**src/rtl/pe_ctrl_pkg.sv**
```systemverilog
// PE array control package
// shared widths, APB register map, command bits, burst constants and FSM states
package pe_ctrl_pkg;

  typedef logic [31:0] word_t;
  typedef logic [7:0]  act_t;
  typedef logic [31:0] addr_t;
  typedef logic [3:0]  dim_t;
  typedef logic [7:0]  count_t;

  typedef enum logic [1:0] {
    FETCH_IDLE,
    FETCH_ISSUE,
    FETCH_WAIT,
    FETCH_NEXT
  } fetch_state_t;

  typedef enum logic [1:0] {
    FEED_IDLE,
    FEED_WEIGHTS,
    FEED_RUN
  } feed_state_t;

  // operand buffers
  localparam int NUM_BUFS   = 3;
  localparam int BUF_WEIGHT = 0;
  localparam int BUF_INPUT  = 1;
  localparam int BUF_PSUM   = 2;
  localparam int BUF_DEPTH  = 64;
  localparam int BUF_PTR_W  = 6;

  // memory read bursts
  localparam int BYTES_PER_WORD = 4;
  localparam int BURST_LEN      = 16;
  localparam int BURST_BYTES    = BURST_LEN * BYTES_PER_WORD;
  localparam int WEIGHT_BURSTS  = 1;
  localparam int INPUT_BURSTS   = 2;
  localparam int PSUM_BURSTS    = 3;

  // APB register offsets
  localparam addr_t REG_ACC_PARAMS  = 32'h00;
  localparam addr_t REG_MEM_CTRL    = 32'h04;
  localparam addr_t REG_WEIGHT_BASE = 32'h08;
  localparam addr_t REG_INPUT_BASE  = 32'h0C;
  localparam addr_t REG_PSUM_BASE   = 32'h10;
  localparam addr_t REG_STATUS      = 32'h14;

  // MEM_CTRL command bits
  localparam int CMD_FETCH_WEIGHTS = 0;
  localparam int CMD_FETCH_INPUTS  = 1;
  localparam int CMD_FETCH_PSUMS   = 2;
  localparam int CMD_CLEAR_WEIGHTS = 3;
  localparam int CMD_CLEAR_INPUTS  = 4;
  localparam int CMD_CLEAR_PSUMS   = 5;
  localparam int CMD_START         = 6;
  localparam int CMD_LOAD_WEIGHTS  = 7;

  // STATUS fields, buffered and error flags indexed by buffer
  localparam int STAT_BUFFERED = 0;
  localparam int STAT_RUNNING  = 3;
  localparam int STAT_ERROR    = 4;

endpackage

```
**src/rtl/pe_ctrl_regs.sv**
```systemverilog
// APB register file for the PE array control unit
// holds parameters and base addresses, turns MEM_CTRL writes into command pulses
`timescale 1ns/100ps

module pe_ctrl_regs (
  input  logic                               CLK,
  input  logic                               RESETN,
  input  pe_ctrl_pkg::addr_t                 paddr,
  input  logic                               psel,
  input  logic                               penable,
  input  logic                               pwrite,
  input  pe_ctrl_pkg::word_t                 pwdata,
  input  pe_ctrl_pkg::word_t                 status,
  output pe_ctrl_pkg::word_t                 prdata,
  output logic                               pready,
  output logic                               pslverr,
  output logic [pe_ctrl_pkg::NUM_BUFS-1:0]   fetch_cmd,
  output logic [pe_ctrl_pkg::NUM_BUFS-1:0]   clear_cmd,
  output logic                               start_cmd,
  output logic                               load_cmd,
  output pe_ctrl_pkg::addr_t                 weight_base,
  output pe_ctrl_pkg::addr_t                 input_base,
  output pe_ctrl_pkg::addr_t                 psum_base,
  output pe_ctrl_pkg::dim_t                  param_r,
  output pe_ctrl_pkg::dim_t                  tile_size
);

  logic       access;
  logic       wr_en;
  logic       addr_hit;
  logic [7:0] cmd_q;

  assign access = psel && penable;
  assign wr_en  = access && pwrite;
  assign pready = 1'b1;

  // read mux, MEM_CTRL reads back as zero
  always_comb begin
    addr_hit = 1'b1;
    prdata   = '0;
    case (paddr)
      pe_ctrl_pkg::REG_ACC_PARAMS:  prdata = pe_ctrl_pkg::word_t'({tile_size, param_r});
      pe_ctrl_pkg::REG_MEM_CTRL:    prdata = '0;
      pe_ctrl_pkg::REG_WEIGHT_BASE: prdata = weight_base;
      pe_ctrl_pkg::REG_INPUT_BASE:  prdata = input_base;
      pe_ctrl_pkg::REG_PSUM_BASE:   prdata = psum_base;
      pe_ctrl_pkg::REG_STATUS:      prdata = status;
      default:                      addr_hit = 1'b0;
    endcase
  end

  assign pslverr = access && !addr_hit;

  always_ff @(posedge CLK) begin
    if (!RESETN) begin
      param_r     <= '0;
      tile_size   <= '0;
      weight_base <= '0;
      input_base  <= '0;
      psum_base   <= '0;
      cmd_q       <= '0;
    end else begin
      // commands live for one cycle only
      cmd_q <= '0;
      if (wr_en) begin
        case (paddr)
          pe_ctrl_pkg::REG_ACC_PARAMS: begin
            param_r   <= pwdata[3:0];
            tile_size <= pwdata[7:4];
          end
          pe_ctrl_pkg::REG_MEM_CTRL:    cmd_q       <= pwdata[7:0];
          pe_ctrl_pkg::REG_WEIGHT_BASE: weight_base <= pwdata;
          pe_ctrl_pkg::REG_INPUT_BASE:  input_base  <= pwdata;
          pe_ctrl_pkg::REG_PSUM_BASE:   psum_base   <= pwdata;
          default: ;
        endcase
      end
    end
  end

  always_comb begin
    fetch_cmd[pe_ctrl_pkg::BUF_WEIGHT] = cmd_q[pe_ctrl_pkg::CMD_FETCH_WEIGHTS];
    fetch_cmd[pe_ctrl_pkg::BUF_INPUT]  = cmd_q[pe_ctrl_pkg::CMD_FETCH_INPUTS];
    fetch_cmd[pe_ctrl_pkg::BUF_PSUM]   = cmd_q[pe_ctrl_pkg::CMD_FETCH_PSUMS];
    clear_cmd[pe_ctrl_pkg::BUF_WEIGHT] = cmd_q[pe_ctrl_pkg::CMD_CLEAR_WEIGHTS];
    clear_cmd[pe_ctrl_pkg::BUF_INPUT]  = cmd_q[pe_ctrl_pkg::CMD_CLEAR_INPUTS];
    clear_cmd[pe_ctrl_pkg::BUF_PSUM]   = cmd_q[pe_ctrl_pkg::CMD_CLEAR_PSUMS];
    start_cmd = cmd_q[pe_ctrl_pkg::CMD_START];
    load_cmd  = cmd_q[pe_ctrl_pkg::CMD_LOAD_WEIGHTS];
  end

  // an error response only comes in the access phase of a proper transfer
  assert property (@(posedge CLK) disable iff (!RESETN)
    pslverr |-> $past(psel && !penable));

endmodule

```
**config.mk**
```make
export PLATFORM = sky130hd
export DESIGN_NAME = pe_ctrl_regs
export DESIGN_NICKNAME = d
export VERILOG_FILES = /design/src/rtl/pe_ctrl_pkg.sv /design/src/rtl/pe_ctrl_regs.sv
export SDC_FILE = /design/constraint.sdc
export NUM_CORES = 1
export LEC_CHECK = 0
export BUFFER_PORTS_ARGS = -buffer_cell sky130_fd_sc_hd__buf_2
export CAP_MARGIN = 10
export CORE_UTILIZATION = 50
export DETAILED_ROUTE_END_ITERATION = 10
export PLACE_DENSITY = 0.86
export SLEW_MARGIN = 20
export SYNTH_ARGS = -nofsm -noshare
export SYNTH_HDL_FRONTEND = slang
export SYNTH_SLANG_ARGS = --single-unit
```
**constraint.sdc**
```tcl
create_clock -name CLK -period 3.35 [get_ports CLK]
set_clock_uncertainty 0.1 [all_clocks]
set_input_delay 0.335 -clock CLK [delete_from_list [all_inputs] [get_ports CLK]]
set_output_delay 0.335 -clock CLK [all_outputs]
set_load 0.1 [all_outputs]
```
==> out/results.txt <==
Outcome = complete, no violations
Pwr/cell area = 332 mW/mm2
Slew HR = 0.354
# H-tree levels = 3
Die extent in x = 106 um
EDFF count, synth = 0
Int Power = 1.76 mW
Seq/Total Area, Yosys = 0.411
Reg2reg setup slack = 2.53 ns
Die ar. = 0.0113 mm2
Worst path max stage delay = 0.63 ns
Root Driver = clkbuf_8
CTS hold repair buffers = 0
Sink Count = 112
Fmax = 0.364 GHz
First-pass detailed-route iteration total = 5
Synth Flop Type = dfxtp_1
Setup tns final = 0 ns
Final setup viols = 0
Crit path top cell by count = buf_2
Fin. max-slew vios = 0
CP cell instances = buf_2, nor4_2, nand4_4, or2_2, nor2_1, buf_2
Synthesized flop and latch total = 112
Hold Vio Cnt, Final = 0
Initial Utilization = 0.521
Mapped Cells = 581
I/O pins = 247
Core Box Area = 0.0105 mm2
Unrepaired setup endpoints after global routing = false
Hold endpoint = cmd_q[7]
CTS Buffer Depth = 2
Iter 0 DRT Violations = 285
Slew @ Worst Pin = 0.969 ns
Wirelength, routed = 15300 um
Clk slew on worst S/H paths = 0.11 ns
Total number of vias = 5094
Reg2Reg Launch Point = input_base[1]
Die Span Y = 106 um
VDD IR-drop max = 257 uV
CTS tree = done
Comb pwr share = 0.091
Hold wc startpoint = pwdata[7]
Synth warn = 0
Post-detail-place hpwl = 11000 um
CP max stage cell = or2_2
Cell variety after synth = 33
Min Tclk post-route = 2.75 ns
Row cnt = 37
Most common cell after layout, fill and taps aside = buf_2
Switch Pwr = 0.586 mW
Nets@finish = 902
Hold Crit Depth = 2
Share of cells above drive strength 1 = 0.366
Total power draw = 2.34 mW
Max-Cap Viols = 0
CP max FO = 31
Gr usage total = 0.261
CP required = 2.91 ns
Largest net degree at the start of global routing = 77
Crit end category = output pin
Post-synth ARST share = 0
HP Class = in -> reg
Post-CTS resize count = 0
CP arrival = 2.32 ns
Critical path class = in -> out
Kind of start point of the critical path = input pin
FF-to-FF path depth = 2
Clock power share = 0.341
Worst-Skew Late Latency = 0.34 ns
Num CTS Buffers = 9
Placer congestion estimate = 0.791
Drt wl/cell = 16.3 um
Commonest cells after routing, fill and taps aside = buf_2 (233), mux2i_1 (148), nand2_1 (139), dfxtp_1 (112), nor2_1 (34)
Area growth syn-to-layout = 29.4%
PortBufs = 245
Grt total ovfl = 0
Switching share of power = 0.250
Vias/cell = 5.41
DR DRC count = 0
First-pass GRT wire length = 23600 um
Post-Syn Area = 0.00545 mm2
Mapped Nets = 682
Mean post-synth cell area = 9.38 um2
Initial antenna violation count = 0
Reg2reg end = input_base[1]
DRT antenna net count = 0
Post-CTS Setup Inserts = 0
Leakage power = 3.39 nW
Sequential Power Share = 0.568
Vias in the first global route = 4783
Crit share post-route = 0.821
Diode count = 0
## power groups by stage
stage / sequential (mW) / combinational, mW / clock, mW
after floorplan: 1.36 / 0.120 / 0
after global placement: 1.36 / 0.212 / 0
after detailed placement: 1.36 / 0.214 / 0
after CTS: 1.33 / 0.215 / 0.813
after global routing: 1.33 / 0.232 / 0.868
final: 1.33 / 0.214 / 0.798
## synthesized netlist by cell type (all sizes together) (3+ instances only)
cell | number | area share
nor2 | 34 | 0.023
mux2 | 10 | 0.021
mux2i | 148 | 0.27
o22a | 14 | 0.022
clkbuf | 25 | 0.017
and2 | 8 | 0.0092
nand2b | 3 | 0.0034
nor4 | 10 | 0.028
buf | 21 | 0.028
dfxtp | 112 | 0.41
o21ai | 23 | 0.021
nand2 | 139 | 0.096
nand3 | 10 | 0.0092
nand4 | 3 | 0.0073
a222oi | 10 | 0.018
## how the worst max path moves through the flow
| stage | from | endpoint | slack, ns |
|---|---|---|---|
| floorplan | paddr[21] | prdata[0] | 0.08 |
| global placement | paddr[13] | prdata[30] | 0.61 |
| detailed placement | paddr[13] | prdata[28] | 0.57 |
| CTS | paddr[13] | prdata[28] | 0.57 |
| global route | paddr[9] | prdata[30] | 0.45 |
| finish | paddr[9] | prdata[30] | 0.60 |
## stage by stage
step                instances  utilization  cell area [um2]  setup slack, ns  hold WS [ns]
finish                    942        0.674             7050            0.600        0.0871
global route              942        0.674             7050            0.450        0.0730
CTS                       942        0.674             7050            0.569        0.0715
detailed placement        926        0.655             6850            0.570         0.361
global placement          926        0.655             6850            0.613         0.351
floorplan                 581            -             5450           0.0839         0.357
## sequential cells by signal, summed over array words and instances, names as in the netlist
register and count:
input_base 32, psum_base 32, weight_base 32, cmd_q 8
param_r 4, tile_size 4
## cell families after synthesis
| kind of cell | synth area share |
|---|---|
| flops | 0.411 |
| simple gates | 0.185 |
| buf+inv | 0.0454 |
| mux | 0.292 |
| compound gates | 0.0647 |
| other cells | 0.000688 |
## final cells by class
type,instances,area (um2)
clock buffers,12,165
clock inverters,4,36.3
fillers,866,3410
inverters,1,3.75
multi-input cells,422,2970
flip-flops and latches,112,2240
well taps,136,170
repair buffers,255,1470
## per-layer routing
layer  track usage  share of wire  up-vias
li1              -              -     2445
met1         0.303           0.40     2418
met2         0.486           0.52      201
met3        0.0325          0.060       30
met4        0.0978          0.024        0
met5             0              0        -
## critical path: cells and delay by family
family | cells | cell delay, ns
buffers and inverters | 2 | 0.54
and+or+nand+nor | 4 | 1.42
No activity file was read; power rests on OpenSTA's default activity.
