==> src/rtl/pe_ctrl_pkg.sv <==
// PE array control package
// shared widths, APB register map, command bits, burst constants and FSM states
package pe_ctrl_pkg;

  typedef logic [31:0] word_t;
  typedef logic [7:0]  act_t;
  typedef logic [31:0] addr_t;
  typedef logic [3:0]  dim_t;
  typedef logic [7:0]  count_t;

  typedef enum logic [1:0] {
    FETCH_IDLE,
    FETCH_ISSUE,
    FETCH_WAIT,
    FETCH_NEXT
  } fetch_state_t;

  typedef enum logic [1:0] {
    FEED_IDLE,
    FEED_WEIGHTS,
    FEED_RUN
  } feed_state_t;

  // operand buffers
  localparam int NUM_BUFS   = 3;
  localparam int BUF_WEIGHT = 0;
  localparam int BUF_INPUT  = 1;
  localparam int BUF_PSUM   = 2;
  localparam int BUF_DEPTH  = 64;
  localparam int BUF_PTR_W  = 6;

  // memory read bursts
  localparam int BYTES_PER_WORD = 4;
  localparam int BURST_LEN      = 16;
  localparam int BURST_BYTES    = BURST_LEN * BYTES_PER_WORD;
  localparam int WEIGHT_BURSTS  = 1;
  localparam int INPUT_BURSTS   = 2;
  localparam int PSUM_BURSTS    = 3;

  // APB register offsets
  localparam addr_t REG_ACC_PARAMS  = 32'h00;
  localparam addr_t REG_MEM_CTRL    = 32'h04;
  localparam addr_t REG_WEIGHT_BASE = 32'h08;
  localparam addr_t REG_INPUT_BASE  = 32'h0C;
  localparam addr_t REG_PSUM_BASE   = 32'h10;
  localparam addr_t REG_STATUS      = 32'h14;

  // MEM_CTRL command bits
  localparam int CMD_FETCH_WEIGHTS = 0;
  localparam int CMD_FETCH_INPUTS  = 1;
  localparam int CMD_FETCH_PSUMS   = 2;
  localparam int CMD_CLEAR_WEIGHTS = 3;
  localparam int CMD_CLEAR_INPUTS  = 4;
  localparam int CMD_CLEAR_PSUMS   = 5;
  localparam int CMD_START         = 6;
  localparam int CMD_LOAD_WEIGHTS  = 7;

  // STATUS fields, buffered and error flags indexed by buffer
  localparam int STAT_BUFFERED = 0;
  localparam int STAT_RUNNING  = 3;
  localparam int STAT_ERROR    = 4;

endpackage

==> src/rtl/burst_fetcher.sv <==
// Read burst sequencer
// walks pending fetch requests in order and fills the operand buffers
`timescale 1ns/100ps

module burst_fetcher (
  input  logic                             CLK,
  input  logic                             RESETN,
  input  logic [pe_ctrl_pkg::NUM_BUFS-1:0] fetch_cmd,
  input  pe_ctrl_pkg::addr_t               weight_base,
  input  pe_ctrl_pkg::addr_t               input_base,
  input  pe_ctrl_pkg::addr_t               psum_base,
  input  logic [pe_ctrl_pkg::NUM_BUFS-1:0] buf_full,
  input  logic                             rd_beat_valid,
  input  pe_ctrl_pkg::word_t               rd_data,
  input  logic                             rd_done,
  input  logic                             rd_error,
  output logic                             rd_start,
  output pe_ctrl_pkg::addr_t               rd_addr,
  output logic [pe_ctrl_pkg::NUM_BUFS-1:0] push,
  output pe_ctrl_pkg::word_t               push_data,
  output logic [pe_ctrl_pkg::NUM_BUFS-1:0] buffered,
  output logic [pe_ctrl_pkg::NUM_BUFS-1:0] fetch_error
);

  pe_ctrl_pkg::fetch_state_t        state;
  logic [pe_ctrl_pkg::NUM_BUFS-1:0] pending;
  logic [1:0]                       sel;
  logic [1:0]                       next_sel;
  logic [1:0]                       burst_cnt;
  logic [1:0]                       last_burst;
  pe_ctrl_pkg::addr_t               next_base;
  logic                             beat;

  // weights first, then inputs, then psums
  always_comb begin
    if (pending[pe_ctrl_pkg::BUF_WEIGHT]) begin
      next_sel  = 2'(pe_ctrl_pkg::BUF_WEIGHT);
      next_base = weight_base;
    end else if (pending[pe_ctrl_pkg::BUF_INPUT]) begin
      next_sel  = 2'(pe_ctrl_pkg::BUF_INPUT);
      next_base = input_base;
    end else begin
      next_sel  = 2'(pe_ctrl_pkg::BUF_PSUM);
      next_base = psum_base;
    end
  end

  always_comb begin
    case (sel)
      2'(pe_ctrl_pkg::BUF_WEIGHT): last_burst = 2'(pe_ctrl_pkg::WEIGHT_BURSTS - 1);
      2'(pe_ctrl_pkg::BUF_INPUT):  last_burst = 2'(pe_ctrl_pkg::INPUT_BURSTS - 1);
      default:                     last_burst = 2'(pe_ctrl_pkg::PSUM_BURSTS - 1);
    endcase
  end

  assign rd_start  = (state == pe_ctrl_pkg::FETCH_ISSUE);
  assign beat      = (state == pe_ctrl_pkg::FETCH_WAIT) && rd_beat_valid;
  assign push_data = rd_data;

  // a beat into a full buffer is dropped here
  always_comb begin
    push      = '0;
    push[sel] = beat && !buf_full[sel];
  end

  always_ff @(posedge CLK) begin
    if (state == pe_ctrl_pkg::FETCH_IDLE) begin
      rd_addr <= next_base;
    end else if (state == pe_ctrl_pkg::FETCH_NEXT) begin
      rd_addr <= rd_addr + pe_ctrl_pkg::addr_t'(pe_ctrl_pkg::BURST_BYTES);
    end
  end

  always_ff @(posedge CLK) begin
    if (!RESETN) begin
      state       <= pe_ctrl_pkg::FETCH_IDLE;
      pending     <= '0;
      sel         <= '0;
      burst_cnt   <= '0;
      buffered    <= '0;
      fetch_error <= '0;
    end else begin
      case (state)
        pe_ctrl_pkg::FETCH_IDLE: begin
          if (|pending) begin
            sel       <= next_sel;
            burst_cnt <= '0;
            state     <= pe_ctrl_pkg::FETCH_ISSUE;
          end
        end
        pe_ctrl_pkg::FETCH_ISSUE: state <= pe_ctrl_pkg::FETCH_WAIT;
        pe_ctrl_pkg::FETCH_WAIT: begin
          if (beat && buf_full[sel]) begin
            fetch_error[sel] <= 1'b1;
          end
          if (rd_done) begin
            if (rd_error) begin
              fetch_error[sel] <= 1'b1;
            end
            // last burst done, flag visible next cycle
            if (burst_cnt == last_burst) begin
              buffered[sel] <= 1'b1;
              pending[sel]  <= 1'b0;
            end
            state <= pe_ctrl_pkg::FETCH_NEXT;
          end
        end
        default: begin
          if (burst_cnt == last_burst) begin
            state <= pe_ctrl_pkg::FETCH_IDLE;
          end else begin
            burst_cnt <= burst_cnt + 1'b1;
            state     <= pe_ctrl_pkg::FETCH_ISSUE;
          end
        end
      endcase
      // a new request restarts that buffer's flags
      for (int i = 0; i < pe_ctrl_pkg::NUM_BUFS; i++) begin
        if (fetch_cmd[i]) begin
          pending[i]     <= 1'b1;
          buffered[i]    <= 1'b0;
          fetch_error[i] <= 1'b0;
        end
      end
    end
  end

  // one burst outstanding, so the memory is quiet when a new one starts
  assert property (@(posedge CLK) disable iff (!RESETN)
    rd_start |-> !rd_beat_valid && !rd_done);

  // beats and done only answer an issued burst
  assert property (@(posedge CLK) disable iff (!RESETN)
    (rd_beat_valid || rd_done) |-> state == pe_ctrl_pkg::FETCH_WAIT);

endmodule

==> config.mk <==
export PLATFORM = sky130hd
export DESIGN_NAME = burst_fetcher
export DESIGN_NICKNAME = d
export VERILOG_FILES = /design/src/rtl/pe_ctrl_pkg.sv /design/src/rtl/burst_fetcher.sv
export SDC_FILE = /design/constraint.sdc
export NUM_CORES = 1
export LEC_CHECK = 0
export BUFFER_PORTS_ARGS = -buffer_cell sky130_fd_sc_hd__buf_4
export CORE_MARGIN = 5
export CORE_UTILIZATION = 39
export DETAILED_ROUTE_END_ITERATION = 16
export PLACE_DENSITY = 0.77
export SKIP_LAST_GASP = 1
export SYNTH_ARGS = -nofsm -noshare
export SYNTH_HDL_FRONTEND = slang
export SYNTH_SLANG_ARGS = --single-unit
==> constraint.sdc <==
create_clock -name CLK -period 2 [get_ports CLK]
set_input_delay 0.4 -clock CLK [delete_from_list [all_inputs] [get_ports CLK]]
set_output_delay 0.4 -clock CLK [all_outputs]
set_load 0.03 [all_outputs]
==> results.txt <==
Final hold vios = 0
Warnings from Yosys = 0
Register area share after synthesis = 36.90%
Fin crit share = 97.53%
Combinational power share = 58.7%
Routed Antenna Nets = 0
Wire length on met1 = 3.995 mm
Synthesis-to-layout area growth = 38.54%
Sw Ratio = 44.67%
Gr usage total = 17.47%
Top_reg_cell synth = edfxtp_1
Clk buf depth = 2
Clk sink count = 47
Met3 WL = 631 µm
GP Congestion = 0.8739
Max Freq = 512.6 MHz
DP HPWL = 7.997 mm
CTS buffer count = 5
Final hold slack = 281.6 ps
Syn nets = 525
#FFs+latches synth = 47
Max-cap violations = 0
Number of remaining DRC errors = 0
Routed len/inst = 16.13 µm
Worst slew pin tran = 455.8 ps
Met2 wire len = 5.183 mm
Cells after Synth = 381
Layout Skew = 10.98 ps
Startpoint types = flip-flop
Die area = 10740 µm²
Vias in the first global route = 3429
Kind of critical path = flip-flop to flip-flop
Post-synthesis instance area = 3418 µm²
Multi-input logic area = 1808 µm²
Final Critical Period = 1951 ps
Critical Path End Type = flip-flop
Worst Hold Class = input pin to flip-flop
Reg area = 1262 µm²
LEAKAGE = 1.982 nW
Hold_buf cts = 0
Worst Path Required = 2140 ps
Overall die height = 103.6 µm
Seq pwr share = 31.2%
Crit path DAT = 2090 ps
Top cell type by total area after synthesis = edfxtp_1
Final cell count without fillers = 623
Clock latency on the worst-skew pair = 290 ps
Port Buf Inserts = 148
Routed Wire Length = 10.05 mm
Clock power frac = 10.1%
Run status = completed
CP Max Fanout = 7
Slew HR = 69.33%
Share of cells above drive strength 1 = 39.03%
Initial DRC count = 152
Total gr overflow = 0
Detailed Routing Iterations Pass 1 = 4
Avg Vias per Cell = 5.393
RSZ-0062 raised after global routing = yes
Power Dens Cells = 1404 nW/µm²
Die X = 103.6 µm
Largest net degree at the start of global routing = 31
CTS root buf = clkbuf_8
H-tree depth = 2
Maximum vdd drop = 556.0 µV
First-pass GRT wire length = 16.01 mm
IO Count = 213
Synth area leaders = edfxtp_1 (28%), mux2i_1 (10%), dfxtp_1 (8.8%)
Final setup fails = 0
Synth top area share = 28.11%
# placed instances = 613
Final max-slew violation count = 0
Clk slew on worst S/H paths = 90 ps
Internal Pwr Total = 3.680 mW
Row count = 34
Initial antenna violation count = 0
Asr flop ratio synth = 0%
DR top layer = met4
Mean Syn Cell Area = 8.972 µm²
Number of synthesized flops with an enable pin = 32
Initial core utilization = 39.58%
Filler cells = 797
Core area = 8636 µm²
Switching pwr = 2.971 mW
Fin nets = 659
Via Count = 3360
Yosys cell types = 52
CTS tree = done
# diodes = 0
==> path summary, 6_finish.rpt <==
path | slack [ps] | end | from | cells past startpoint
worst min-delay path | 280 | buffered[1] | fetch_cmd[1] | 2
worst max register to register | 50 | rd_addr[23] | rd_addr[20] | 4
worst max-delay path | 50 | rd_addr[23] | rd_addr[20] | 4
worst min register to register | 460 | buffered[2] | buffered[2] | 2
==> power groups by stage <==
stage	clock, mW	combinational (mW)	sequential (mW)
final	0.671	3.90	2.08
after global routing	0.730	4.22	2.14
after CTS	0.682	3.88	2.05
after detailed placement	0	3.86	2.07
after global placement	0	3.78	2.04
after floorplan	0	1.60	2.79
==> cells by family after synthesis <==
| kind of cell | synth area share, % |
|---|---|
| simple gates | 19.22 |
| flops | 36.90 |
| xor+xnor | 3.331 |
| compound gates | 16.98 |
| fa+ha+maj | 1.830 |
| mux | 10.29 |
| buf+inv | 11.46 |
==> per-layer routing <==
layer  up-vias  global-route usage, %
li1       1641                      -
met5         -                      0
met1      1565                  20.42
met2       119                  31.10
met3        35                  3.918
met4         0                  6.186
==> per-stage QoR <==
step | total power [mW] | worst slack, ps | setup TNS, ps | utilization [%] | area, µm²
2_1_floorplan | 4.397 | -193.1 | -1344 | - | 3437
3_3_place_gp | 5.817 | 43.93 | 0 | 52.96 | 4573
3_5_place_dp | 5.926 | -43.66 | -159.9 | 52.96 | 4573
4_1_cts | 6.608 | 24.88 | 0 | 54.26 | 4686
5_1_grt | 7.086 | -26.56 | -123.8 | 54.84 | 4736
6_report | 6.651 | 49.31 | 0 | 54.84 | 4736
==> cells in the final DEF, fill, tap and decap left out, drive strengths merged, types with 6 or more instances in the layout <==
master,count
buf,183
a21oi,11
edfxtp,32
nand3,13
o21ai,25
clkbuf,6
nor3,6
xnor2,6
a211oi,8
nand4,7
mux2i,34
or4,9
nor2b,7
o211ai,18
inv,10
dfxtp,15
nor2,27
xor2,7
nand2,30
a31oi,12
==> final cells by class <==
| type | count | area share (%) |
|---|---|---|
| Tap cell | 108 | 2.853 |
| Inverter | 11 | 0.8719 |
| Clock inverter | 1 | 0.6341 |
| Clock buffer | 6 | 1.532 |
| Timing Repair Buffer | 183 | 29.27 |
| Multi-Input combinational cell | 267 | 38.18 |
| Sequential cell | 47 | 26.66 |
==> sequential cells by signal, summed over array words and instances (netlist names) <==
name         cells
sel              2
fetch_error      3
burst_cnt        2
pending          3
rd_addr         32
state            2
buffered         3
==> repair_timing <==
item                       in CTS  in global routing
hold endpoints to repair        0                  0
gates resized for setup         3                  4
pin swaps                       0                  9
setup endpoints to repair       7                  7
buffers inserted                0                  3
==> worst max-delay path, stage by stage (launching register included) <==
cell and delay, ps:
edfxtp_1 400, nand4_4 140, or4_4 600, or4b_1 490, a31oi_1 180
==> cells in the mapped netlist (6+ instances only) <==
library cell,number
a21oi_1,11
edfxtp_1,32
a31oi_1,12
o21ai_0,18
nor2_1,27
o21ai_1,7
or4_1,9
nor2b_1,7
nand2_1,30
clkbuf_1,13
nor3_1,6
inv_1,10
a211oi_1,8
o211ai_1,18
dfxtp_1,15
mux2i_1,34
nand4_1,6
nand3_1,12
xor2_1,7
buf_4,33
xnor2_1,6
(Power assumes the default switching activity.)
