===== src/rtl/pe_ctrl_pkg.sv =====
// PE array control package
// shared widths, APB register map, command bits, burst constants and FSM states
package pe_ctrl_pkg;

  typedef logic [31:0] word_t;
  typedef logic [7:0]  act_t;
  typedef logic [31:0] addr_t;
  typedef logic [3:0]  dim_t;
  typedef logic [7:0]  count_t;

  typedef enum logic [1:0] {
    FETCH_IDLE,
    FETCH_ISSUE,
    FETCH_WAIT,
    FETCH_NEXT
  } fetch_state_t;

  typedef enum logic [1:0] {
    FEED_IDLE,
    FEED_WEIGHTS,
    FEED_RUN
  } feed_state_t;

  // operand buffers
  localparam int NUM_BUFS   = 3;
  localparam int BUF_WEIGHT = 0;
  localparam int BUF_INPUT  = 1;
  localparam int BUF_PSUM   = 2;
  localparam int BUF_DEPTH  = 64;
  localparam int BUF_PTR_W  = 6;

  // memory read bursts
  localparam int BYTES_PER_WORD = 4;
  localparam int BURST_LEN      = 16;
  localparam int BURST_BYTES    = BURST_LEN * BYTES_PER_WORD;
  localparam int WEIGHT_BURSTS  = 1;
  localparam int INPUT_BURSTS   = 2;
  localparam int PSUM_BURSTS    = 3;

  // APB register offsets
  localparam addr_t REG_ACC_PARAMS  = 32'h00;
  localparam addr_t REG_MEM_CTRL    = 32'h04;
  localparam addr_t REG_WEIGHT_BASE = 32'h08;
  localparam addr_t REG_INPUT_BASE  = 32'h0C;
  localparam addr_t REG_PSUM_BASE   = 32'h10;
  localparam addr_t REG_STATUS      = 32'h14;

  // MEM_CTRL command bits
  localparam int CMD_FETCH_WEIGHTS = 0;
  localparam int CMD_FETCH_INPUTS  = 1;
  localparam int CMD_FETCH_PSUMS   = 2;
  localparam int CMD_CLEAR_WEIGHTS = 3;
  localparam int CMD_CLEAR_INPUTS  = 4;
  localparam int CMD_CLEAR_PSUMS   = 5;
  localparam int CMD_START         = 6;
  localparam int CMD_LOAD_WEIGHTS  = 7;

  // STATUS fields, buffered and error flags indexed by buffer
  localparam int STAT_BUFFERED = 0;
  localparam int STAT_RUNNING  = 3;
  localparam int STAT_ERROR    = 4;

endpackage


===== src/rtl/array_feeder.sv =====
// Array feeder
// streams weight words on load, activation bytes and psum words during a run
`timescale 1ns/100ps

module array_feeder (
  input  logic                             CLK,
  input  logic                             RESETN,
  input  logic                             start_cmd,
  input  logic                             load_cmd,
  input  pe_ctrl_pkg::dim_t                param_r,
  input  pe_ctrl_pkg::dim_t                tile_size,
  input  logic [pe_ctrl_pkg::NUM_BUFS-1:0] buf_empty,
  input  pe_ctrl_pkg::word_t               weight_word,
  input  pe_ctrl_pkg::word_t               input_word,
  input  pe_ctrl_pkg::word_t               psum_word,
  output logic [pe_ctrl_pkg::NUM_BUFS-1:0] pop,
  output pe_ctrl_pkg::word_t               weight_data,
  output logic                             weight_valid,
  output pe_ctrl_pkg::act_t                act_data,
  output logic                             act_valid,
  output pe_ctrl_pkg::word_t               psum_data,
  output logic                             psum_valid,
  output logic                             stall,
  output logic                             running
);

  pe_ctrl_pkg::feed_state_t state;
  logic [1:0]               byte_idx;
  pe_ctrl_pkg::count_t      byte_cnt;
  pe_ctrl_pkg::count_t      run_len;
  pe_ctrl_pkg::count_t      start_len;
  logic                     last_byte;

  assign start_len    = pe_ctrl_pkg::count_t'(tile_size) * pe_ctrl_pkg::count_t'(param_r);
  assign running      = (state == pe_ctrl_pkg::FEED_RUN);
  assign weight_valid = (state == pe_ctrl_pkg::FEED_WEIGHTS) && !buf_empty[pe_ctrl_pkg::BUF_WEIGHT];
  assign weight_data  = weight_word;
  assign act_valid    = running && !buf_empty[pe_ctrl_pkg::BUF_INPUT];
  assign act_data     = input_word[byte_idx*8 +: 8];
  assign psum_valid   = running && !buf_empty[pe_ctrl_pkg::BUF_PSUM];
  assign psum_data    = psum_word;
  assign stall        = running && !act_valid;
  assign last_byte    = (byte_cnt == run_len - 1'b1);

  // input word goes after its top byte or the run's last byte
  always_comb begin
    pop[pe_ctrl_pkg::BUF_WEIGHT] = weight_valid;
    pop[pe_ctrl_pkg::BUF_INPUT]  = act_valid &&
      (byte_idx == 2'(pe_ctrl_pkg::BYTES_PER_WORD - 1) || last_byte);
    pop[pe_ctrl_pkg::BUF_PSUM]   = psum_valid;
  end

  always_ff @(posedge CLK) begin
    if (state == pe_ctrl_pkg::FEED_IDLE && start_cmd) begin
      run_len <= start_len;
    end
  end

  always_ff @(posedge CLK) begin
    if (!RESETN) begin
      state    <= pe_ctrl_pkg::FEED_IDLE;
      byte_idx <= '0;
      byte_cnt <= '0;
    end else begin
      case (state)
        pe_ctrl_pkg::FEED_IDLE: begin
          byte_idx <= '0;
          byte_cnt <= '0;
          if (load_cmd) begin
            state <= pe_ctrl_pkg::FEED_WEIGHTS;
          end else if (start_cmd && start_len != '0) begin
            state <= pe_ctrl_pkg::FEED_RUN;
          end
        end
        pe_ctrl_pkg::FEED_WEIGHTS: begin
          if (buf_empty[pe_ctrl_pkg::BUF_WEIGHT]) begin
            state <= pe_ctrl_pkg::FEED_IDLE;
          end
        end
        pe_ctrl_pkg::FEED_RUN: begin
          // counters hold while the input buffer is dry
          if (act_valid) begin
            byte_cnt <= byte_cnt + 1'b1;
            byte_idx <= pop[pe_ctrl_pkg::BUF_INPUT] ? 2'd0 : byte_idx + 1'b1;
            if (last_byte) begin
              state <= pe_ctrl_pkg::FEED_IDLE;
            end
          end
        end
        default: state <= pe_ctrl_pkg::FEED_IDLE;
      endcase
    end
  end

endmodule


===== config.mk =====
export PLATFORM = sky130hd
export DESIGN_NAME = array_feeder
export DESIGN_NICKNAME = d
export VERILOG_FILES = /design/src/rtl/pe_ctrl_pkg.sv /design/src/rtl/array_feeder.sv
export SDC_FILE = /design/constraint.sdc
export NUM_CORES = 1
export LEC_CHECK = 0
export ABC_AREA = 1
export BUFFER_PORTS_ARGS = -buffer_cell sky130_fd_sc_hd__buf_2
export CAP_MARGIN = 15
export CORE_ASPECT_RATIO = 0.8
export CORE_MARGIN = 2
export CORE_UTILIZATION = 40
export CTS_CLUSTER_DIAMETER = 60
export DETAILED_ROUTE_END_ITERATION = 7
export PLACE_DENSITY = 0.82
export SLEW_MARGIN = 20
export SYNTH_ARGS = -nofsm -noshare
export SYNTH_HDL_FRONTEND = slang
export SYNTH_SLANG_ARGS = --single-unit

===== constraint.sdc =====
create_clock -name CLK -period 3.39 [get_ports CLK]
set_clock_uncertainty 0.1 [all_clocks]
set_input_delay 0.339 -clock CLK [delete_from_list [all_inputs] [get_ports CLK]]
set_output_delay 0.339 -clock CLK [all_outputs]
set_load 0.005 [all_outputs]

==> flow_summary_export.csv, run 1 <==
group,metric,value,unit
status,status,"complete, no violations",
floorplan,ioPinCount,191,
logic_synthesis,ys_warn_count,0,
global_routing,grt.total_usage,15.8,%
power,finalPower,0.780,mW
floorplan,fp.dieH,73.1,um
critical_path,crit_arrival,3040,ps
timing,setup_violations,0,
global_routing,grt_pass1_wl,8670,um
timing,fin_setup_tns,0,ps
floorplan,core_area,0.00585,sq mm
global_routing,grt_max_degree,20,
critical_path,start_kind,"input port",
timing,slew_headroom,57.8,%
logic_synthesis,netlist_instances,349,
cells_and_area,stdcell_area,0.00235,sq mm
clocking,hold_buffers,0,
power,powerDensity,331,mW/mm^2
routing,drt_iter0_markers,144,
routing,num_vias,2100,
timing,rsz0062_at_grt,"false",
routing,wl_per_cell,12.6,um
logic_synthesis,synth_top_family_by_area,"buffers and inverters",
logic_synthesis,yosys-mux-area-fraction,0,%
logic_synthesis,synth_top_area_share,20.7,%
floorplan,die_area,0.00661,sq mm
critical_path,crit_path_start,"tile_size[0]",
power,vdd_ir_drop_max,0.000132,V
placed_design,io_buffers,62,
logic_synthesis,synth_compound_area_share,10.5,%
clocking,clk_transition_reported_paths,80,ps
routing,highest_layer,"met4",
critical_path,setup.worst_path.class,"in2reg",
timing,fin_crit_sh,87.6,%
timing,drv_slew,0,
logic_synthesis,yosys.area_share.simple,25.4,%
logic_synthesis,synth.top_cells.by_area,"buf_4, dfxtp_1, edfxtp_1",
global_routing,grt_overflow,0,
floorplan,start_util,40.8,%
routing,wl_met3,432,um
logic_synthesis,synth-seq-cells,20,
logic_synthesis,synth_most_common_cell,"buf_4",
critical_path,critPathMaxFanout,4,
logic_synthesis,synth-async-reset-ratio,0,%
min_path,hp-class,"in2reg",
routing,dr_wl_met2,2560,um
logic_synthesis,synth_ff_type,"dfxtp_1",
global_routing,antenna_found_initial,0,
placed_design,finalWeightedCongestion,0.842,
routing,drc,0,
clocking,clock_latency,260,ps
cells_and_area,synthToLayoutAreaGrowth,-1.47,%
timing,worst_pin_slew,630,ps
timing,fmax,337,MHz
clocking,root_buffer,"clkbuf_8",
logic_synthesis,synth.avg_cell_area,6.84,sq um
timing,hold_viol,0,
placed_design,post-dp-hpwl,4360,um
logic_synthesis,syn_nets,479,
floorplan,num_rows,25,
routing,dr.pass1.iters,5,
cells_and_area,nNetsFinal,476,
min_path,min_from,"load_cmd",
power,p_leak,1.27,nW
floorplan,die_w,90.4,um
critical_path,rr_startpoint,"run_len[0]",
clocking,cts_setup_buffers,0,
routing,vias_per_cell,4.93,
clocking,cts_tree,"yes",
cells_and_area,nFillCells,619,
critical_path,regToRegSetupSlack,1560,ps
critical_path,worst-endpoint-required,3460,ps
logic_synthesis,synth-xor-area-share,3.30,%
cells_and_area,num_antenna_cells,0,
placed_design,placed_area,0.00229,sq mm
routing,totalWireLength,5350,um
logic_synthesis,yosys-top-cells-count,"buf_4, nand2_1, inv_1",
global_routing,grt_pass1_vias,1952,
clocking,htree_levels,1,
logic_synthesis,ys_types,31,
logic_synthesis,synth_fa_ha_area_share,11.2,%
critical_path,endpoint_kind,"flop",
logic_synthesis,synth_area,0.00239,sq mm
routing,wl_met1,2220,um
clocking,cts_resized,0,
logic_synthesis,synth_area_leader_cell,"buf_4",
clocking,cts.sinks,20,
clocking,numCtsBuffers,3,
timing,fin_crit,2970,ps
flow_run,drv_cap,0,
clocking,clockBufferDepth,2,
logic_synthesis,ys_seq_area_share,20.1,%
cells_and_area,drive_gt1_share,23.2,%
routing,ant_nets,0,
logic_synthesis,synth_edf_count,8,
-- state kept, by name, summed over array words and instances (netlist names) --
signal	flops
byte_idx	2
run_len	8
state	2
byte_cnt	8
-- power by group --
group / switching, mW / total [mW] / internal, mW
Combinational: 0.154 / 0.263 / 0.109
Sequential: 0.0306 / 0.308 / 0.277
Clock: 0.0809 / 0.209 / 0.128
Total: 0.265 / 0.780 / 0.514
-- layout by cell type, fill, tap and decap left out, types with 6 or more instances in the layout --
cell and instances:
inv_1 48, o21ai_0 20, xor2_1 6, edfxtp_1 8, buf_2 62, a21oi_1 11
dfxtp_1 12, nand3_1 15, ha_1 15, nor2_1 40, o22ai_1 8, nand2_1 61
-- cell families (layout without fill, tap and decap cells) --
family / Yosys count / after routing
AND/OR/NAND/NOR: 135 / 135
XOR/XNOR: 9 / 9
buffers and inverters: 121 / 117
flip-flops: 20 / 20
AO/OA/AOI/OAI: 45 / 45
adder cells (fa/ha/maj): 19 / 19
-- path summary, 6_finish.rpt --
check / cells after the start / end
max: 18 / state[1]
min: 3 / state[0]
max reg2reg: 13 / state[1]
min reg2reg: 1 / byte_cnt[7]
-- per-stage QoR --
step | worst slack [ps] | util, % | cells | hold WS [ps]
2_1_floorplan | 464 | - | 349 | 345
3_3_place_gp | 249 | 39.1 | 422 | 363
3_5_place_dp | 130 | 39.1 | 422 | 372
4_1_cts | 406 | 40.2 | 426 | 241
5_1_grt | 152 | 40.2 | 426 | 254
6_report | 420 | 40.2 | 426 | 237
-- layer usage --
metal / vias to the layer above / track usage, %
met5: - / 0
met4: 0 / 7.35
met3: 28 / 5.27
met2: 78 / 25.4
met1: 967 / 19.4
li1: 1027 / -
-- cell type report --
class	count	area, sq um	area share [%]
Inverter	51	191	8.13
Sequential cell	20	480	20.4
Tap cell	81	101	4.31
Clock buffer	4	66.3	2.82
Multi-Input combinational cell	208	1200	51.1
Timing Repair Buffer	62	310	13.2
-- critical path, stage by stage --
cell and delay, ps:
buf_2 110, nand2_1 80, fa_1 530, inv_1 50, fa_1 570, inv_1 70
fa_1 520, inv_1 50, nor2_1 80, nand3_1 70, nor2_1 90, nand3_1 80
nor2_1 110, nand2_1 70, nand2_1 60, nand2_1 40, nand3_1 60, nor2_1 50
Note: power is estimated with default switching activity, not from simulation.
==> inputs of run 2 (changes only) <==
ABC_AREA = unset   (was 1)
SETUP_SLACK_MARGIN = 0.15   (was unset)
==> run 2 against run 1 <==
Effect of this change:
- utilization grew 2.0 points
- cell count decreased by 20%
- worst hold slack got worse by 16 ps
- clock power shrank 13%
- design area is 0.90% lower
- synthesized cell count is 24% lower
- maximum frequency shrank 6.8%
- critical path type unchanged
- critical endpoint unchanged
==> flow_summary_export.csv, run 2 <==
group,metric,value,unit
cells_and_area,layout_common_cells,"buf_2, nor2_1, inv_1",
timing,fmax,314,MHz
timing,drv_slew,0,
logic_synthesis,yosys.area_share.simple,17.3,%
global_routing,antenna_found_initial,0,
global_routing,top_usage_layer,"met2",
clocking,clock_latency,260,ps
floorplan,num_rows,24,
status,status,"complete, no violations",
logic_synthesis,synth.avg_cell_area,8.73,sq um
critical_path,critPathMaxFanout,2,
clocking,clockBufferDepth,2,
timing,fin_crit,3190,ps
placed_design,io_buffers,62,
clocking,root_buffer,"clkbuf_8",
clocking,htree_levels,1,
cells_and_area,layout_commonest_cell,"buf_2",
critical_path,cp_cell_sequence,"buf_4 > nand2_4 > fa_1 > inv_2 > fa_1 > inv_2 > fa_1 > inv_2 > or4_4 > nor4b_2 > nor4b_2 > a211oi_2",
logic_synthesis,ys_types,50,
logic_synthesis,syn_nets,396,
floorplan,die_w,89.2,um
critical_path,crit_path_top_delay_cell,"fa_1",
logic_synthesis,synth_most_common_cell,"buf_4",
routing,dr.pass1.iters,4,
clocking,numCtsBuffers,3,
logic_synthesis,synth_fa_ha_area_share,11.5,%
logic_synthesis,yosys-mux-area-fraction,8.25,%
timing,rsz0062_at_grt,"false",
logic_synthesis,synth_top_area_share,21.3,%
logic_synthesis,synth_edf_count,8,
logic_synthesis,synth-async-reset-ratio,0,%
routing,wl_per_cell,14.4,um
cells_and_area,nNetsFinal,394,
timing,setup_violations,0,
routing,num_vias,1755,
global_routing,grt_overflow,0,
timing,slew_headroom,60.1,%
logic_synthesis,synth_area_leader_cell,"buf_4",
power,powerDensity,296,mW/mm^2
global_routing,met2_usage,22.3,%
logic_synthesis,synth_ff_type,"dfxtp_1",
logic_synthesis,synth-xor-area-share,5.28,%
critical_path,endpoint_kind,"flop",
logic_synthesis,netlist_instances,266,
floorplan,ioPinCount,191,
placed_design,finalWeightedCongestion,0.850,
routing,vias_per_cell,5.15,
clocking,hold_buffers,0,
routing,drc,0,
global_routing,grt_pass1_wl,7850,um
logic_synthesis,ys_warn_count,0,
routing,totalWireLength,4900,um
floorplan,fp.dieH,72.1,um
logic_synthesis,synth_area,0.00232,sq mm
global_routing,grt.total_usage,15.3,%
floorplan,die_area,0.00643,sq mm
power,pwr-share-clk,26.2,%
routing,drt_iter0_markers,139,
critical_path,start_kind,"input port",
critical_path,worst-endpoint-required,3440,ps
timing,fin_setup_tns,0,ps
critical_path,regToRegSetupSlack,1050,ps
routing,ant_nets,0,
flow_run,drv_cap,0,
logic_synthesis,synth.top_cells.by_area,"buf_4, dfxtp_1, edfxtp_1",
cells_and_area,synthToLayoutAreaGrowth,0.485,%
power,finalPower,0.690,mW
cells_and_area,num_antenna_cells,0,
clocking,cts_setup_buffers,0,
global_routing,grt_max_degree,12,
logic_synthesis,synth-seq-cells,20,
power,seqPwrFrac,42.6,%
power,p_leak,1.02,nW
cells_and_area,drive_gt1_share,35.7,%
critical_path,rr_startpoint,"run_len[0]",
power,combPwrFrac,31.3,%
clocking,cts.sinks,20,
logic_synthesis,synth_top_family_by_area,"buffers and inverters",
global_routing,grt_pass1_vias,1695,
floorplan,start_util,42.0,%
timing,hold_viol,0,
global_routing,use_met1,20.6,%
cells_and_area,largest_registers,"byte_cnt (8), run_len (8)",
logic_synthesis,ys_seq_area_share,20.7,%
power,internal_power,0.484,mW
global_routing,grt_util_met3,5.80,%
logic_synthesis,synth_compound_area_share,10.9,%
power,vdd_ir_drop_max,0.000170,V
power,power_switching,0.207,mW
critical_path,critPathMaxStageDelay,550,ps
min_path,min_from,"buf_empty[0]",
critical_path,crit_path_start,"param_r[3]",
floorplan,core_area,0.00553,sq mm
timing,fin_crit_sh,94.0,%
clocking,clk_transition_reported_paths,70,ps
critical_path,setup.worst_path.class,"in2reg",
critical_path,crit_arrival,3230,ps
min_path,hp-class,"in2reg",
power,switching_share,29.9,%
logic_synthesis,yosys-top-cells-count,"buf_4, inv_1, nor2_1",
clocking,cts_tree,"yes",
placed_design,post-dp-hpwl,4040,um
timing,worst_pin_slew,598,ps
[run 2: layout make-up]
cell class              instances  area (sq um)
flip-flops and latches         20           480
fillers                       553          3190
repair buffers                 67           359
well taps                      78          97.6
inverters                      20          75.1
multi-input cells             152          1260
clock buffers                   4          55.1
[run 2: cells by family (layout without fill, tap and decap cells)]
| logic type | after synthesis | after routing |
|---|---|---|
| AO/OA/AOI/OAI | 38 | 38 |
| XOR/XNOR | 14 | 14 |
| adder cells (fa/ha/maj) | 19 | 19 |
| buffers and inverters | 94 | 91 |
| flip-flops | 20 | 20 |
| multiplexers | 9 | 9 |
| AND/OR/NAND/NOR | 72 | 72 |
[run 2: path summary, 6_finish.rpt]
| kind | to | cells after the start |
|---|---|---|
| worst min register to register | byte_cnt[5] | 1 |
| worst max register to register | state[1] | 9 |
| worst max-delay path | state[1] | 12 |
| worst min-delay path | state[0] | 2 |
[run 2: timing repair]
action | 4_1_cts | 5_1_grt
hold endpoints to repair | 0 | 0
resized for setup | 0 | 13
endpoints found under the setup margin | 0 | 1
[run 2: power by group through the flow]
stage          registers (mW)  clock network [mW]  logic, mW
3_5_place_dp            0.299                   0      0.205
5_1_grt                 0.297               0.195      0.241
2_1_floorplan           0.289                   0      0.204
4_1_cts                 0.294               0.185      0.206
6_report                0.294               0.181      0.216
3_3_place_gp            0.299                   0      0.198
[run 2: per-layer routing]
metal / vias to the layer above / routed length, um
li1: 845 / -
met1: 806 / 2140
met2: 80 / 2240
met3: 24 / 410
met4: 0 / 104
met5: - / 0
[run 2: worst max-delay path: cells and delay by family]
family,cells,cell delay (ps)
AOI/OAI and AO/OA,1,50
and+or+nand+nor,4,1000
buffers and inverters,4,230
adders and majority gates,3,1610
[run 2: stage by stage]
| stage | hold slack (ps) | worst slack [ps] | utilization, % | instances | cell area [sq um] |
|---|---|---|---|---|---|
| 3_5_place_dp | 451 | -103 | 40.6 | 337 | 2240 |
| 2_1_floorplan | 359 | 165 | - | 266 | 2330 |
| 5_1_grt | 228 | 142 | 42.2 | 341 | 2330 |
| 4_1_cts | 219 | 193 | 41.6 | 341 | 2300 |
| 3_3_place_gp | 439 | -17.3 | 40.6 | 337 | 2240 |
| 6_report | 221 | 203 | 42.2 | 341 | 2330 |
==> inputs of run 3 (changes only) <==
CAP_MARGIN = 10   (was 15)
PLACE_DENSITY = 0.86   (was 0.82)
==> run 3 against run 2 <==
Effect of this change:
- worst hold slack worse by 5.9 ps
- utilization is 0.20 points lower
- clock-buffer cell count did not move
- register-to-register slack worse by 50 ps
- routed wire length rose by 4.3%
- critical endpoint unchanged
==> flow_summary_export.csv, run 3 (same netlist as run 2, synthesis figures left out) <==
group,metric,value,unit
power,switching_share,30.1,%
power,pwr-share-clk,26.4,%
critical_path,rr_startpoint,"run_len[0]",
floorplan,die_area,0.00643,sq mm
global_routing,grt_max_degree,12,
clocking,cts_tree,"yes",
routing,drc,0,
critical_path,crit_family,"adder cells",
clocking,clk_transition_reported_paths,70,ps
placed_design,finalWeightedCongestion,0.844,
timing,setup_violations,0,
min_path,min_from,"buf_empty[0]",
floorplan,die_w,89.2,um
clocking,cts_resized,0,
floorplan,start_util,42.0,%
placed_design,post-dp-hpwl,4250,um
routing,ant_nets,0,
cells_and_area,seq_area,480,sq um
cells_and_area,fin_util,42.0,%
critical_path,path_buf_inv,4,
placed_design,io_buffers,62,
timing,worst_pin_slew,617,ps
floorplan,ioPinCount,191,
global_routing,grt.total_usage,15.7,%
routing,vias_per_cell,5.16,
min_path,hold_depth,2,
status,status,"complete, no violations",
floorplan,fp.dieH,72.1,um
clocking,htree_levels,1,
timing,fin_crit_sh,92.4,%
timing,fmax,319,MHz
critical_path,worstReg2RegEnd,"state[1]",
critical_path,regToRegSetupSlack,1000,ps
critical_path,setup.worst_path.class,"in2reg",
clocking,clock_latency,260,ps
critical_path,reg2regPathDepth,9,
floorplan,core_area,0.00553,sq mm
power,seqPwrFrac,42.6,%
routing,dr.pass1.iters,4,
timing,timing.hold.ws,215,ps
cells_and_area,stdcell_count,342,
clocking,numCtsBuffers,3,
routing,drt_iter0_markers,49,
routing,wl_per_cell,14.9,um
critical_path,cp_cell_sequence,"buf_2 > nand2_1 > fa_1 > inv_1 > fa_1 > inv_1 > fa_1 > inv_1 > or4_1 > nor4b_2 > nor4b_2 > a211oi_2",
clocking,cts_setup_buffers,0,
critical_path,critPathMaxFanout,2,
clocking,clockBufferDepth,2,
cells_and_area,num_antenna_cells,0,
routing,num_vias,1765,
flow_run,drv_cap,0,
cells_and_area,multi_input_area,0.00126,sq mm
global_routing,grt_overflow,0,
clocking,cts.sinks,20,
critical_path,endpoint_kind,"flop",
critical_path,worst-endpoint-required,3440,ps
clocking,hold_buffers,0,
cells_and_area,layout_commonest_cell,"buf_2",
cells_and_area,nNetsFinal,395,
timing,rsz0062_at_grt,"false",
critical_path,crit_arrival,3180,ps
critical_path,critPathMaxStageDelay,540,ps
power,power_switching,0.208,mW
power,vdd_ir_drop_max,0.000144,V
timing,hold_viol,0,
power,powerDensity,298,mW/mm^2
critical_path,start_kind,"input port",
power,internal_power,0.483,mW
cells_and_area,largest_registers,"byte_cnt (8), run_len (8)",
timing,drv_slew,0,
global_routing,grt_pass1_wl,7980,um
routing,totalWireLength,5110,um
timing,fin_crit,3130,ps
critical_path,crit_path_top_delay_cell,"fa_1",
cells_and_area,synthToLayoutAreaGrowth,0.000172,%
min_path,hold_end,"state[0]",
floorplan,num_rows,24,
cells_and_area,layout_common_cells,"buf_2, inv_1, nor2_1",
timing,slew_headroom,58.9,%
min_path,hp-class,"in2reg",
power,combPwrFrac,31.1,%
clocking,root_buffer,"clkbuf_8",
global_routing,grt_pass1_vias,1719,
power,p_leak,1.02,nW
placed_design,place_inst,338,
cells_and_area,drive_gt1_share,34.1,%
global_routing,antenna_found_initial,0,
cells_and_area,nFillCells,548,
## run 3: cell count changes in the layout (fill, tap and decap cells not counted), moves of 2 or more
cell,previous run,this run
buf_2,59,62
nand2_1,13,16
nand2_2,2,0
inv_1,16,19
inv_2,3,0
## run 3: worst register-to-register path, delay by kind of cell (launching register included)
| kind | cells | cell delay [ps] |
|---|---|---|
| DFF | 1 | 470 |
| AOI/OAI and AO/OA | 3 | 620 |
| adders and majority gates | 1 | 210 |
| and+or+nand+nor | 3 | 650 |
| buffers and inverters | 2 | 260 |
## run 3: area by class of cell
| type | instances | area share (%) |
|---|---|---|
| Clock buffer | 4 | 2.37 |
| Inverter | 20 | 3.23 |
| Multi-Input combinational cell | 152 | 54.2 |
| Sequential cell | 20 | 20.7 |
| Tap cell | 78 | 4.20 |
| Timing Repair Buffer | 68 | 15.3 |
## run 3: routing by layer
layer	routed length, um	vias up	global-route usage (%)
li1	-	849	-
met1	2180	840	20.0
met2	2500	67	24.4
met3	373	9	5.80
met4	58	0	4.81
met5	0	-	4.13
## run 3: stage by stage
| step | worst slack (ps) | setup TNS (ps) | power, mW | instance area, sq um |
|---|---|---|---|---|
| floorplan | 165 | 0 | 0.493 | 2330 |
| global placement | 23.9 | 0 | 0.500 | 2250 |
| detailed placement | -64.6 | -64.6 | 0.511 | 2250 |
| CTS | 213 | 0 | 0.689 | 2310 |
| global route | 175 | 0 | 0.728 | 2320 |
| finish | 259 | 0 | 0.691 | 2320 |
## run 3: worst max-delay path by stage
stage                  from       end  slack, ps  depth (start not counted)
2_1_floorplan  tile_size[2]  state[1]        160                         11
3_5_place_dp   tile_size[2]  state[1]        -60                         13
6_report       tile_size[2]  state[1]        260                         12
3_3_place_gp   tile_size[2]  state[1]         20                         12
4_1_cts        tile_size[2]  state[1]        210                         13
5_1_grt          param_r[1]  state[1]        180                         13
## run 3: power by group through the flow
stage | clock network [mW] | registers, mW | logic (mW)
global placement | 0 | 0.299 | 0.202
global route | 0.192 | 0.297 | 0.238
floorplan | 0 | 0.289 | 0.204
finish | 0.182 | 0.294 | 0.215
detailed placement | 0 | 0.300 | 0.211
CTS | 0.182 | 0.294 | 0.213
